`src/prefetch_macros.svh`:
```
`ifndef PREFETCH_MACROS_SVH
`define PREFETCH_MACROS_SVH

// sizes shared by every block of the prefetcher.
// the channel count and the block size move together, so they all live here.

// number of fetch channels and the width of a channel number.
`define PF_CHANNELS     4
`define PF_CHAN_BITS    2

// words in one block and the width of a word index inside a block.
`define PF_BLK_WORDS    16
`define PF_IDX_BITS     4

// a word address is a block number followed by a word index.
`define PF_BLKNUM_BITS  12
`define PF_ADDR_BITS    (`PF_BLKNUM_BITS + `PF_IDX_BITS)

// width of one data word on the bus.
`define PF_DATA_BITS    32

// width of the count of addresses still waiting for their ack.
`define PF_WAT_BITS     3

`endif
```
`src/prefetch_pkg.sv`:
```
`include "prefetch_macros.svh"

package prefetch_pkg;

   // a word address seen as a block number and an index within the block.
   // the block number sits in the upper bits, so the two views line up.
   typedef struct packed {
      logic [`PF_BLKNUM_BITS-1:0] blk;
      logic [`PF_IDX_BITS-1:0]    idx;
   } pf_blk_addr_t;

   // the external bus reads the flat view.
   // the fetchers and the output logic use the block view.
   typedef union packed {
      logic [`PF_ADDR_BITS-1:0] flat;
      pf_blk_addr_t             blk;
   } pf_addr_u;

   // request levels of one bus master.
   // bst stays high while more addresses follow the current one.
   typedef struct packed {
      logic     cyc;
      logic     stb;
      logic     bst;
      pf_addr_u adr;
   } wb_req_t;

   // response to one bus master.
   // wat high means the address on the bus is not taken this cycle.
   typedef struct packed {
      logic                     ack;
      logic                     wat;
      logic                     err;
      logic [`PF_DATA_BITS-1:0] dat;
   } wb_rsp_t;

   // one returned word, tagged with the channel that fetched it.
   typedef struct packed {
      logic                     valid;
      logic [`PF_CHAN_BITS-1:0] chan;
      logic [`PF_IDX_BITS-1:0]  idx;
      logic [`PF_DATA_BITS-1:0] data;
   } pf_word_t;

   // end of one block on a channel.
   // err is set when the burst was cut short by a bus error.
   typedef struct packed {
      logic                     valid;
      logic [`PF_CHAN_BITS-1:0] chan;
      logic                     err;
   } pf_done_t;

endpackage

```
`src/prefetch_top.sv`:
```
`timescale 1ns/10ps
`include "prefetch_macros.svh"

module prefetch_top (
   input  logic                       clk_i,
   input  logic                       rst_i,
   input  logic                       req_i,
   input  logic [`PF_BLKNUM_BITS-1:0] blk_num_i,
   output logic                       busy_o,
   output prefetch_pkg::wb_req_t      bus_req_o,
   input  prefetch_pkg::wb_rsp_t      bus_rsp_i,
   output prefetch_pkg::pf_word_t     word_o,
   output prefetch_pkg::pf_done_t     done_o
);
   import prefetch_pkg::*;

   // start pulses and the shared block number from the dispatcher.
   logic [`PF_CHANNELS-1:0]       start;
   logic [`PF_BLKNUM_BITS-1:0]    blk_num;

   // per-channel bus ports between the fetchers and the arbiter.
   wb_req_t [`PF_CHANNELS-1:0]    ch_req;
   wb_rsp_t [`PF_CHANNELS-1:0]    ch_rsp;
   logic [`PF_CHANNELS-1:0]       ch_done;
   logic [`PF_CHANNELS-1:0]       ch_err;

   // the registered done from the arbiter frees the channel for reuse.
   fetch_dispatch u_dispatch (
      .clk_i     (clk_i),
      .rst_i     (rst_i),
      .req_i     (req_i),
      .blk_num_i (blk_num_i),
      .done_i    (done_o),
      .start_o   (start),
      .blk_num_o (blk_num),
      .busy_o    (busy_o)
   );

   for (genvar i = 0; i < `PF_CHANNELS; i++) begin : g_chan
      block_fetch u_fetch (
         .clk_i     (clk_i),
         .rst_i     (rst_i),
         .start_i   (start[i]),
         .blk_num_i (blk_num),
         .req_o     (ch_req[i]),
         .rsp_i     (ch_rsp[i]),
         .done_o    (ch_done[i]),
         .err_o     (ch_err[i])
      );
   end

   bus_arbiter u_arbiter (
      .clk_i     (clk_i),
      .rst_i     (rst_i),
      .req_i     (ch_req),
      .rsp_o     (ch_rsp),
      .done_i    (ch_done),
      .err_i     (ch_err),
      .bus_req_o (bus_req_o),
      .bus_rsp_i (bus_rsp_i),
      .word_o    (word_o),
      .done_o    (done_o)
   );

endmodule

```
`src/bus_arbiter.sv`:
```
`timescale 1ns/10ps
`include "prefetch_macros.svh"

module bus_arbiter (
   input  logic                                      clk_i,
   input  logic                                      rst_i,
   input  prefetch_pkg::wb_req_t [`PF_CHANNELS-1:0]  req_i,
   output prefetch_pkg::wb_rsp_t [`PF_CHANNELS-1:0]  rsp_o,
   input  logic [`PF_CHANNELS-1:0]                   done_i,
   input  logic [`PF_CHANNELS-1:0]                   err_i,
   output prefetch_pkg::wb_req_t                     bus_req_o,
   input  prefetch_pkg::wb_rsp_t                     bus_rsp_i,
   output prefetch_pkg::pf_word_t                    word_o,
   output prefetch_pkg::pf_done_t                    done_o
);
   import prefetch_pkg::*;

   // the bus is owned when gnt_q is high, by the channel in owner_q.
   // owner_q keeps the last owner while idle, as the round-robin origin.
   logic                       gnt_q;
   logic [`PF_CHAN_BITS-1:0]   owner_q;

   logic                       release_bus;
   logic                       found;
   logic [`PF_CHAN_BITS-1:0]   pick;
   logic [`PF_CHAN_BITS-1:0]   cand;

   // words returned to the current owner so far.
   logic [`PF_IDX_BITS-1:0]    cnt_q;

   logic [`PF_CHAN_BITS-1:0]   done_chan;
   wb_rsp_t                    masked;

   logic                       word_vld_q;
   logic [`PF_CHAN_BITS-1:0]   word_chan_q;
   logic [`PF_IDX_BITS-1:0]    word_idx_q;
   logic [`PF_DATA_BITS-1:0]   word_dat_q;

   logic                       done_vld_q;
   logic [`PF_CHAN_BITS-1:0]   done_chan_q;
   logic                       done_err_q;

   // the grant is open for a new owner when the bus is idle
   // or the owner has dropped its cycle.
   assign release_bus = !gnt_q || !req_i[owner_q].cyc;

   // search starts one past the last owner and wraps round to it.
   always_comb begin
      pick  = owner_q;
      found = 1'b0;
      cand  = owner_q;
      for (int unsigned off = 1; off <= `PF_CHANNELS; off++) begin
         cand = owner_q + off[`PF_CHAN_BITS-1:0];
         if (!found && req_i[cand].cyc) begin
            pick  = cand;
            found = 1'b1;
         end
      end
   end

   always_ff @(posedge clk_i) begin
      if (rst_i) begin
         gnt_q   <= 1'b0;
         owner_q <= '1;
         cnt_q   <= '0;
      end else if (release_bus) begin
         gnt_q <= found;
         if (found) begin
            owner_q <= pick;
         end
         cnt_q <= '0;
      end else if (bus_rsp_i.ack) begin
         cnt_q <= cnt_q + 1'b1;
      end
   end

   // the owner drives the bus directly; an idle bus shows all levels low.
   assign bus_req_o = gnt_q ? req_i[owner_q] : '0;

   // channels without the grant see a stall and never an ack or an error.
   always_comb begin
      masked     = bus_rsp_i;
      masked.ack = 1'b0;
      masked.wat = 1'b1;
      masked.err = 1'b0;
      for (int i = 0; i < `PF_CHANNELS; i++) begin
         rsp_o[i] = (gnt_q && (owner_q == i)) ? bus_rsp_i : masked;
      end
   end

   // only the bus owner can finish, so at most one done bit is set.
   always_comb begin
      done_chan = '0;
      for (int i = 0; i < `PF_CHANNELS; i++) begin
         if (done_i[i]) begin
            done_chan = i[`PF_CHAN_BITS-1:0];
         end
      end
   end

   always_ff @(posedge clk_i) begin
      if (rst_i) begin
         word_vld_q <= 1'b0;
         done_vld_q <= 1'b0;
      end else begin
         word_vld_q <= gnt_q && bus_rsp_i.ack;
         done_vld_q <= |done_i;
      end
   end

   always_ff @(posedge clk_i) begin
      word_chan_q <= owner_q;
      word_idx_q  <= cnt_q;
      word_dat_q  <= bus_rsp_i.dat;
      done_chan_q <= done_chan;
      done_err_q  <= |(done_i & err_i);
   end

   assign word_o.valid = word_vld_q;
   assign word_o.chan  = word_chan_q;
   assign word_o.idx   = word_idx_q;
   assign word_o.data  = word_dat_q;

   assign done_o.valid = done_vld_q;
   assign done_o.chan  = done_chan_q;
   assign done_o.err   = done_err_q;

endmodule

```
`src/block_fetch.sv`:
```
`timescale 1ns/10ps
`include "prefetch_macros.svh"

module block_fetch (
   input  logic                       clk_i,
   input  logic                       rst_i,
   input  logic                       start_i,
   input  logic [`PF_BLKNUM_BITS-1:0] blk_num_i,
   output prefetch_pkg::wb_req_t      req_o,
   input  prefetch_pkg::wb_rsp_t      rsp_i,
   output logic                       done_o,
   output logic                       err_o
);
   import prefetch_pkg::*;

   // bus control levels, loaded together on start.
   logic                       cyc_q;
   logic                       stb_q;
   logic                       bst_q;

   // index of the next address to put on the bus.
   logic [`PF_IDX_BITS-1:0]    idx_q;
   logic [`PF_BLKNUM_BITS-1:0] blk_q;

   // addresses accepted but not yet acknowledged.
   logic [`PF_WAT_BITS-1:0]    wat_q;
   logic [`PF_WAT_BITS-1:0]    wat_nxt;

   logic                       stb_out;
   logic                       accept;
   logic                       stb_nxt;
   logic                       cyc_nxt;
   pf_addr_u                   adr;

   // the strobe is held back while the outstanding count is full,
   // so the count can never wrap.
   assign stb_out = stb_q && !(&wat_q);

   // an address is taken when it is strobed and the bus does not wait.
   assign accept  = cyc_q && stb_out && !rsp_i.wat;

   // the last address is the one taken while bst is already low.
   assign stb_nxt = stb_q && !(accept && !bst_q);

   always_comb begin
      case ({accept, cyc_q && rsp_i.ack})
         2'b10:   wat_nxt = wat_q + 1'b1;
         2'b01:   wat_nxt = wat_q - 1'b1;
         default: wat_nxt = wat_q;
      endcase
   end

   // the cycle stays open while addresses remain or acks are still due.
   // an error closes it at once.
   assign cyc_nxt = !rsp_i.err && (stb_nxt || (wat_nxt != '0));

   always_ff @(posedge clk_i) begin
      if (rst_i) begin
         cyc_q  <= 1'b0;
         stb_q  <= 1'b0;
         bst_q  <= 1'b0;
         idx_q  <= '0;
         wat_q  <= '0;
         done_o <= 1'b0;
         err_o  <= 1'b0;
      end else if (start_i) begin
         cyc_q  <= 1'b1;
         stb_q  <= 1'b1;
         bst_q  <= 1'b1;
         idx_q  <= '0;
         wat_q  <= '0;
         done_o <= 1'b0;
         err_o  <= 1'b0;
      end else if (cyc_q) begin
         cyc_q <= cyc_nxt;
         stb_q <= stb_nxt && cyc_nxt;
         // bst drops when the address about to go out is the last one.
         if (!cyc_nxt) begin
            bst_q <= 1'b0;
         end else if (accept) begin
            bst_q <= (idx_q < (`PF_BLK_WORDS - 2));
         end
         if (accept) begin
            idx_q <= idx_q + 1'b1;
         end
         wat_q  <= cyc_nxt ? wat_nxt : '0;
         // done pulses in the cycle after the last ack or the error.
         done_o <= !cyc_nxt;
         err_o  <= rsp_i.err;
      end else begin
         done_o <= 1'b0;
         err_o  <= 1'b0;
      end
   end

   always_ff @(posedge clk_i) begin
      if (start_i) begin
         blk_q <= blk_num_i;
      end
   end

   // the address is written through its block view.
   always_comb begin
      adr.blk.blk = blk_q;
      adr.blk.idx = idx_q;
   end

   assign req_o.cyc = cyc_q;
   assign req_o.stb = stb_out;
   assign req_o.bst = bst_q;
   assign req_o.adr = adr;

endmodule

```
`src/fetch_dispatch.sv`:
```
`timescale 1ns/10ps
`include "prefetch_macros.svh"

module fetch_dispatch (
   input  logic                       clk_i,
   input  logic                       rst_i,
   input  logic                       req_i,
   input  logic [`PF_BLKNUM_BITS-1:0] blk_num_i,
   input  prefetch_pkg::pf_done_t     done_i,
   output logic [`PF_CHANNELS-1:0]    start_o,
   output logic [`PF_BLKNUM_BITS-1:0] blk_num_o,
   output logic                       busy_o
);

   // one bit per channel, set from start until its done comes back.
   logic [`PF_CHANNELS-1:0] active_q;

   // one-hot pick of the lowest idle channel.
   logic [`PF_CHANNELS-1:0] sel;
   logic                    found;

   // one-hot channel named by the incoming done.
   logic [`PF_CHANNELS-1:0] clr;

   logic                    accept;

   // scan upwards and keep the first idle channel.
   always_comb begin
      sel   = '0;
      found = 1'b0;
      for (int i = 0; i < `PF_CHANNELS; i++) begin
         if (!found && !active_q[i]) begin
            sel[i] = 1'b1;
            found  = 1'b1;
         end
      end
   end

   // a request is only taken when some channel is free.
   // a pulse while every channel is busy falls on the floor.
   assign accept = req_i && found;

   always_comb begin
      clr = '0;
      if (done_i.valid) begin
         clr[done_i.chan] = 1'b1;
      end
   end

   // busy follows the registered active bits, so it moves one cycle
   // after a start or a done.
   assign busy_o = &active_q;

   always_ff @(posedge clk_i) begin
      if (rst_i) begin
         active_q <= '0;
         start_o  <= '0;
      end else begin
         active_q <= (active_q & ~clr) | (accept ? sel : '0);
         start_o  <= accept ? sel : '0;
      end
   end

   // the block number rides beside the start pulse on a shared bus.
   // only the started channel latches it.
   always_ff @(posedge clk_i) begin
      if (accept) begin
         blk_num_o <= blk_num_i;
      end
   end

endmodule

```
`config.mk`:
```
export PLATFORM = sky130hd
export DESIGN_NAME = prefetch_top
export DESIGN_NICKNAME = d
export VERILOG_FILES = /design/src/prefetch_pkg.sv /design/src/prefetch_top.sv /design/src/bus_arbiter.sv /design/src/block_fetch.sv /design/src/fetch_dispatch.sv
export VERILOG_INCLUDE_DIRS = /design/src
export SDC_FILE = /design/constraint.sdc
export NUM_CORES = 1
export LEC_CHECK = 0
export BUFFER_PORTS_ARGS = -buffer_cell sky130_fd_sc_hd__clkbuf_2
export CAP_MARGIN = 20
export CELL_PAD_IN_SITES_DETAIL_PLACEMENT = 1
export CELL_PAD_IN_SITES_GLOBAL_PLACEMENT = 2
export CORE_ASPECT_RATIO = 1.1
export CORE_UTILIZATION = 40
export DETAILED_ROUTE_END_ITERATION = 8
export GPL_ROUTABILITY_DRIVEN = 1
export GPL_TIMING_DRIVEN = 0
export PLACE_DENSITY = 0.81
export SKIP_LAST_GASP = 1
export SYNTH_ARGS = -nofsm -noshare
export SYNTH_HDL_FRONTEND = slang
export SYNTH_HIERARCHICAL = 1
export SYNTH_SLANG_ARGS = --single-unit
```
`constraint.sdc`:
```
create_clock -name clk_i -period 5.3 [get_ports clk_i]
set_input_delay 1.325 -clock clk_i [delete_from_list [all_inputs] [get_ports clk_i]]
set_output_delay 1.325 -clock clk_i [all_outputs]
set_load 0.02 [all_outputs]
```
==> results.txt, run 1 <==
Vias in the first global route - 5251
Pre-CTS WS - 1.11 ns
Reg-to-reg slack, setup - 1.54 ns
Pwr/cell area - 331 nW/um^2
Worst r2r path cells - 12
Cell family with most CP delay - simple AND/OR/NAND/NOR gates
Core ar. - 17000 sq um
Gpl congestion - 0.826
Worst Setup SP - bus_rsp_i[33]
Worst-Skew Late Latency - 0.43 ns
Synth Net Count - 635
Final worst-path cycle share - 70.9%
Final hold violation count - 0
Buffers and inverters on the worst path - 2
Sink Count - 166
Least-Margin Pin Slew - 0.965 ns
DRC violations left - 0
CP required - 5.59 ns
Share of cells above drive strength 1 - 29.6%
Port Buffer Count - 111
Status - complete, no violations
Largest net degree at the start of global routing - 29
First-pass GRT wire length - 27.3 mm
Rows - 50
Initial Utilization - 40.8%
Via count - 4880
Final setup violating endpoints - 0
Relative slew slack - 35.6%
CTS tree - built
Vias/cell - 5.16
DRT antenna net count - 0
DR pass1 iterations - 5
I/O pin count - 113
Area Overhead vs Synth - 21.4%
Die Footprint - 17900 sq um
Maximum root-to-sink buffer count - 2
Slowest stage delay, CP - 0.43 ns
DR iter-0 viols - 230
Initial antenna violation count - 0
Post-CTS Resized - 0
RR Endpoint - g_chan[2].u_fetch/bst_q
Placed cell count - 914
HPWL Detailed - 12.1 mm
Max Fclk - 0.266 GHz
Max stage delay cell, worst path - o21ai_0
Final non-filler cell total - 946
Syn Std Cell Area - 6940 sq um
Hold depth - 0
Max_cap viols - 0
Tmin final - 3.76 ns
Clock Skews - 0.00846 ns
CP endpoint kind - flip-flop
DIE HEIGHT - 140 microns
H-tree depth - 4
Arrival time worst endpoint - 4.05 ns
Clk root buf - clkbuf_16
Setup TNS - 0 ns
Total GRT Usage - 20.0%
Hold buffers post-CTS - 0
CTS buffer count - 17
Crit path launch type - input port
Pins Over Slew Limit - 0
Startpoint of the worst hold path - u_arbiter/cnt_q[3]
Final WL - 16.6 mm
RSZ-0062 raised after global routing - no
# diodes - 0
Fin worst setup slack - 1.54 ns
RR Startpoint - u_arbiter/gnt_q
Drt wl/cell - 17.5 microns
Die X - 128 microns
Worst Hold Endpoint - u_arbiter/word_idx_q[3]
Syn_area_per_cell - 12.2 sq um
Gate Count Post-Synth - 568
Layout Nets - 766
Worst Hold Class - reg -> reg
Worst-path maximum fanout - 7
Worst VDD drop - 0.212 mV
Kind of critical path - in -> reg
Worst hold slack - 0.369 ns
Leakage - 0.00333 uW
Synthesis Warnings - 6
Worst path cell trace - clkbuf_2 -> nor2_1 -> nand2_1 -> nor3_4 -> inv_1 -> ha_1 -> fa_1 -> xnor2_1 -> o21ai_0 -> nand4b_1 -> a31oi_1 -> a21oi_1
Gr ovfl total - 0
Pwr Total - 2790 uW
CTS clk-pin slew, worst paths - 0.07 ns
Setup bufs post-CTS - 0
## sequential cells by signal, indices dropped and copies added (netlist names), 2 cells and up
signal and cells:
u_dispatch/blk_num_o 12, g_chan.u_fetch/blk_q 48, u_dispatch/start_o 4, g_chan.u_fetch/cyc_q 4, u_arbiter/word_idx_q 4, g_chan.u_fetch/stb_q 4, g_chan.u_fetch/done_o 4, g_chan.u_fetch/idx_q 16
u_arbiter/word_dat_q 32, g_chan.u_fetch/bst_q 4, u_arbiter/cnt_q 4, u_dispatch/active_q 4, u_arbiter/word_chan_q 2, g_chan.u_fetch/err_o 4, u_arbiter/done_chan_q 2, g_chan.u_fetch/wat_q 12
u_arbiter/owner_q 2
## area by class of cell
class                      instances  area, sq um
buffer                            33          199
clock buffer                      18          450
clock inverter                    14          176
fill                            1823         8600
inverter                          23         86.3
multi-input combinational        346         2730
sequential                       166         3920
tap                              234          293
timing repair buffer             112          563
## metal layers
layer / up-vias / GRT usage, % / wire [microns]
met5: - / 0 / 0
met4: 0 / 6.89 / 267
met3: 20 / 4.32 / 712
met2: 125 / 35.1 / 8480
met1: 2382 / 24.1 / 7120
li1: 2353 / - / -
## per-stage QoR
step / instance area [sq um] / utilization, %
5_1_grt: 8420 / 49.5
4_1_cts: 8420 / 49.5
3_3_place_gp: 7780 / 45.8
6_report: 8420 / 49.5
2_1_floorplan: 6940 / -
3_5_place_dp: 7790 / 45.8
## report_power, final
| part | internal (uW) | switching [uW] |
|---|---|---|
| clock | 668 | 587 |
| combinational | 64.4 | 84.5 |
| sequential | 1360 | 28.4 |
| total | 2090 | 700 |
## worst reg2reg max path: cells and delay by family, from the launching register on
kind                     cells  cell delay (ns)
XOR/XNOR                     1             0.19
AND/OR/NAND/NOR              3             0.90
adder cells (fa/ha/maj)      2             0.64
flip-flops                   1             0.38
AO/OA/AOI/OAI                3             0.68
buffers and inverters        3             0.83
## cell usage in the layout (no fill, tap or decap), types with 7 or more instances in the layout
master       n
o21ai_0     24
dfxtp_1    106
nand3_1     17
nor3_1      16
and3_1      15
nor2_1      46
edfxtp_1    60
nand4_1      9
mux2i_1     10
a21oi_1     19
clkbuf_1    13
nor3b_1      9
inv_1       19
a31oi_1      8
xor2_1      10
and2_1      22
xnor2_1      9
ha_1        13
mux4_2      19
clkbuf_2   111
clkbuf_16   18
buf_4       17
o21ai_1      7
nand2_1     21
## how the worst max path moves through the flow
stage / to / cells past startpoint
floorplan: g_chan[0].u_fetch/wat_q[0] / 11
global placement: g_chan[0].u_fetch/bst_q / 12
detailed placement: g_chan[0].u_fetch/wat_q[0] / 12
CTS: g_chan[2].u_fetch/bst_q / 12
global route: g_chan[0].u_fetch/wat_q[0] / 12
finish: g_chan[3].u_fetch/bst_q / 12
No activity file was read; power rests on OpenSTA's default activity.
==> run 2, diff against run 1 <==
--- a/config.mk
+++ b/config.mk
@@ -11,11 +11,11 @@
 export CELL_PAD_IN_SITES_DETAIL_PLACEMENT = 1
 export CELL_PAD_IN_SITES_GLOBAL_PLACEMENT = 2
 export CORE_ASPECT_RATIO = 1.1
-export CORE_UTILIZATION = 40
+export CORE_UTILIZATION = 38
 export DETAILED_ROUTE_END_ITERATION = 8
 export GPL_ROUTABILITY_DRIVEN = 1
 export GPL_TIMING_DRIVEN = 0
-export PLACE_DENSITY = 0.81
+export PLACE_DENSITY = 0.77
 export SKIP_LAST_GASP = 1
 export SYNTH_ARGS = -nofsm -noshare
 export SYNTH_HDL_FRONTEND = slang
==> constraint.sdc (replaced) <==
create_clock -name clk_i -period 3.55 [get_ports clk_i]
set_input_delay 0.8875 -clock clk_i [delete_from_list [all_inputs] [get_ports clk_i]]
set_output_delay 0.8875 -clock clk_i [all_outputs]
set_load 0.02 [all_outputs]
==> results.txt, run 2 (synthesized netlist as in run 1, its figures left out) <==
CTS clk-pin slew, worst paths - 0.07 ns (about the same)
Slowest stage delay, CP - 0.39 ns (was 0.43 ns)
Tmin final - 3.29 ns
Vias in the first global route - 5178 (was 5251)
Sink Count - 166 (unchanged)
Max Fclk - 0.304 GHz
Switch Pwr - 1060 uW (was 700 uW)
DRT antenna net count - 0 (unchanged)
Clk root buf - clkbuf_16 (unchanged)
H-tree depth - 4 (unchanged)
Worst Hold Class - reg -> reg (unchanged)
Worst path cell trace - buf_6 -> inv_1 -> ha_1 -> nand3b_1 -> nor3_4 -> inv_1 -> ha_1 -> fa_1 -> xnor2_1 -> o32a_4 -> a311oi_1 -> o21ai_1 -> a21oi_1 (was clkbuf_2 -> nor2_1 -> nand2_1 -> nor3_4 -> inv_1 -> ha_1 -> fa_1 -> xnor2_1 -> o21ai_0 -> nand4b_1 -> a31oi_1 -> a21oi_1)
CTS tree - built (unchanged)
DIE HEIGHT - 144 microns (was 140 microns)
Leakage - 0.00333 uW (about the same)
Drt wl/cell - 17.6 microns (was 17.5 microns)
Arrival time worst endpoint - 3.65 ns (was 4.05 ns)
Final WL - 16.8 mm (was 16.6 mm)
Pins Over Slew Limit - 0 (unchanged)
Die X - 131 microns (was 128 microns)
RSZ-0062 raised after global routing - no (unchanged)
Gpl congestion - 0.806 (was 0.826)
Largest net degree at the start of global routing - 29 (unchanged)
Rows - 51 (was 50)
Initial Utilization - 39.0% (was 40.8%)
Worst-Skew Late Latency - 0.44 ns (was 0.43 ns)
Max FFs per register - 48 (unchanged)
Relative slew slack - 36.9% (was 35.6%)
Kind of critical path - reg -> reg (was in -> reg)
Least-Margin Pin Slew - 0.945 ns (was 0.965 ns)
Switching Fraction - 25.7% (was 25.1%)
Die Footprint - 18800 sq um (was 17900 sq um)
DR iter-0 viols - 228 (was 230)
Clock Skews - 0.00986 ns (was 0.00846 ns)
Most frequent cells in the layout - clkbuf_2, dfxtp_1, edfxtp_1 (unchanged)
Setup bufs post-CTS - 0 (unchanged)
Share of cells above drive strength 1 - 29.9% (was 29.6%)
Worst-path maximum fanout - 10 (was 7)
Setup TNS - 0 ns (unchanged)
Clk pwr share - 44.6% (was 44.9%)
Port Buffer Count - 111 (unchanged)
Crit path launch type - flip-flop (was input port)
HPWL Detailed - 12.1 mm (about the same)
Via count - 4902 (was 4880)
CP endpoint kind - flip-flop (unchanged)
Area Overhead vs Synth - 21.1% (was 21.4%)
CTS buffer count - 17 (unchanged)
DRC violations left - 0 (unchanged)
Pint - 3080 uW (was 2090 uW)
Final setup violating endpoints - 0 (unchanged)
Worst VDD drop - 0.324 mV (was 0.212 mV)
Total GRT Usage - 19.4% (was 20.0%)
Status - complete, no violations (unchanged)
Vias/cell - 5.16 (about the same)
Commonest non-fill, non-tap cell in the layout - clkbuf_2 (unchanged)
Logic gate share of total power - 5.4% (was 5.3%)
Biggest regs - g_chan.u_fetch/blk_q (48), u_arbiter/word_dat_q (32), g_chan.u_fetch/idx_q (16) (unchanged)
CP required - 3.91 ns (was 5.59 ns)
Layout Nets - 766 (unchanged)
Cell family with most CP delay - adder cells (was simple AND/OR/NAND/NOR gates)
Largest register by flop count - g_chan.u_fetch/blk_q (unchanged)
First-pass GRT wire length - 26.8 mm (was 27.3 mm)
Hold buffers post-CTS - 0 (unchanged)
Initial antenna violation count - 0 (unchanged)
Buffers and inverters on the worst path - 3 (was 2)
Max stage delay cell, worst path - dfxtp_1 (was o21ai_0)
# diodes - 0 (unchanged)
Final worst-path cycle share - 92.7%
DR pass1 iterations - 4 (was 5)
Worst hold slack - 0.365 ns (was 0.369 ns)
Sequential share of power - 49.9% (was 49.7%)
I/O pin count - 113 (unchanged)
Gr ovfl total - 0 (unchanged)
Core ar. - 17800 sq um (was 17000 sq um)
Pwr/cell area - 493 nW/um^2 (was 331 nW/um^2)
Final hold violation count - 0 (unchanged)
Maximum root-to-sink buffer count - 2 (unchanged)
Reg-to-reg slack, setup - 0.26 ns (was 1.54 ns)
Max_cap viols - 0 (unchanged)
-- run 2: cell count changes in the layout (fill, tap and decap cells not counted), sizes merged --
cell / delta
clkinv: -2
inv: +3
clkbuf: -1
-- run 2: path summary, 6_finish.rpt --
check	cells after the start	startpoint	to
setup / recovery	13	u_arbiter/owner_q[0]	g_chan[2].u_fetch/wat_q[0]
hold / removal	0	u_arbiter/cnt_q[3]	u_arbiter/word_idx_q[3]
setup reg to reg	13	u_arbiter/owner_q[0]	g_chan[2].u_fetch/wat_q[0]
hold reg to reg	0	u_arbiter/cnt_q[3]	u_arbiter/word_idx_q[3]
-- run 2: power by group through the flow --
stage | logic, uW | clock network, uW | registers [uW]
finish | 224 | 1850 | 2070
global route | 243 | 1980 | 2080
CTS | 227 | 1910 | 2070
detailed placement | 226 | 0 | 2120
global placement | 219 | 0 | 2110
floorplan | 110 | 0 | 2130
-- run 2: cell type report --
| cell class | instances | area (sq um) |
|---|---|---|
| fillers | 1932 | 9400 |
| repair buffers | 112 | 563 |
| clock inverters | 15 | 178 |
| plain buffers | 33 | 201 |
| clock buffers | 17 | 425 |
| well taps | 238 | 298 |
| inverters | 23 | 86.3 |
| flip-flops and latches | 166 | 3920 |
| multi-input cells | 346 | 2730 |
-- run 2: repair_timing --
item                       4_1_cts  5_1_grt
setup endpoints to repair        5        8
resized for setup                2        3
cloned                           0        0
pin swaps                        0        2
-- run 2: metrics by stage --
step	cells	power (uW)	worst slack, ns	instance area, sq um	util (%)
CTS	950	4210	0.0284	8400	47.2
detailed placement	918	2340	-0.198	7800	43.8
global placement	917	2330	-0.0970	7790	43.8
floorplan	568	2240	0.397	6940	-
global route	950	4300	0.0249	8400	47.2
finish	950	4150	0.259	8400	47.2
-- run 2: layer usage --
metal | global-route usage, % | share of wire, % | vias up
met3 | 4.54 | 3.8 | 15
li1 | - | - | 2346
met4 | 7.26 | 1.2 | 0
met2 | 32.9 | 51 | 116
met1 | 23.7 | 44 | 2425
met5 | 0 | 0 | -
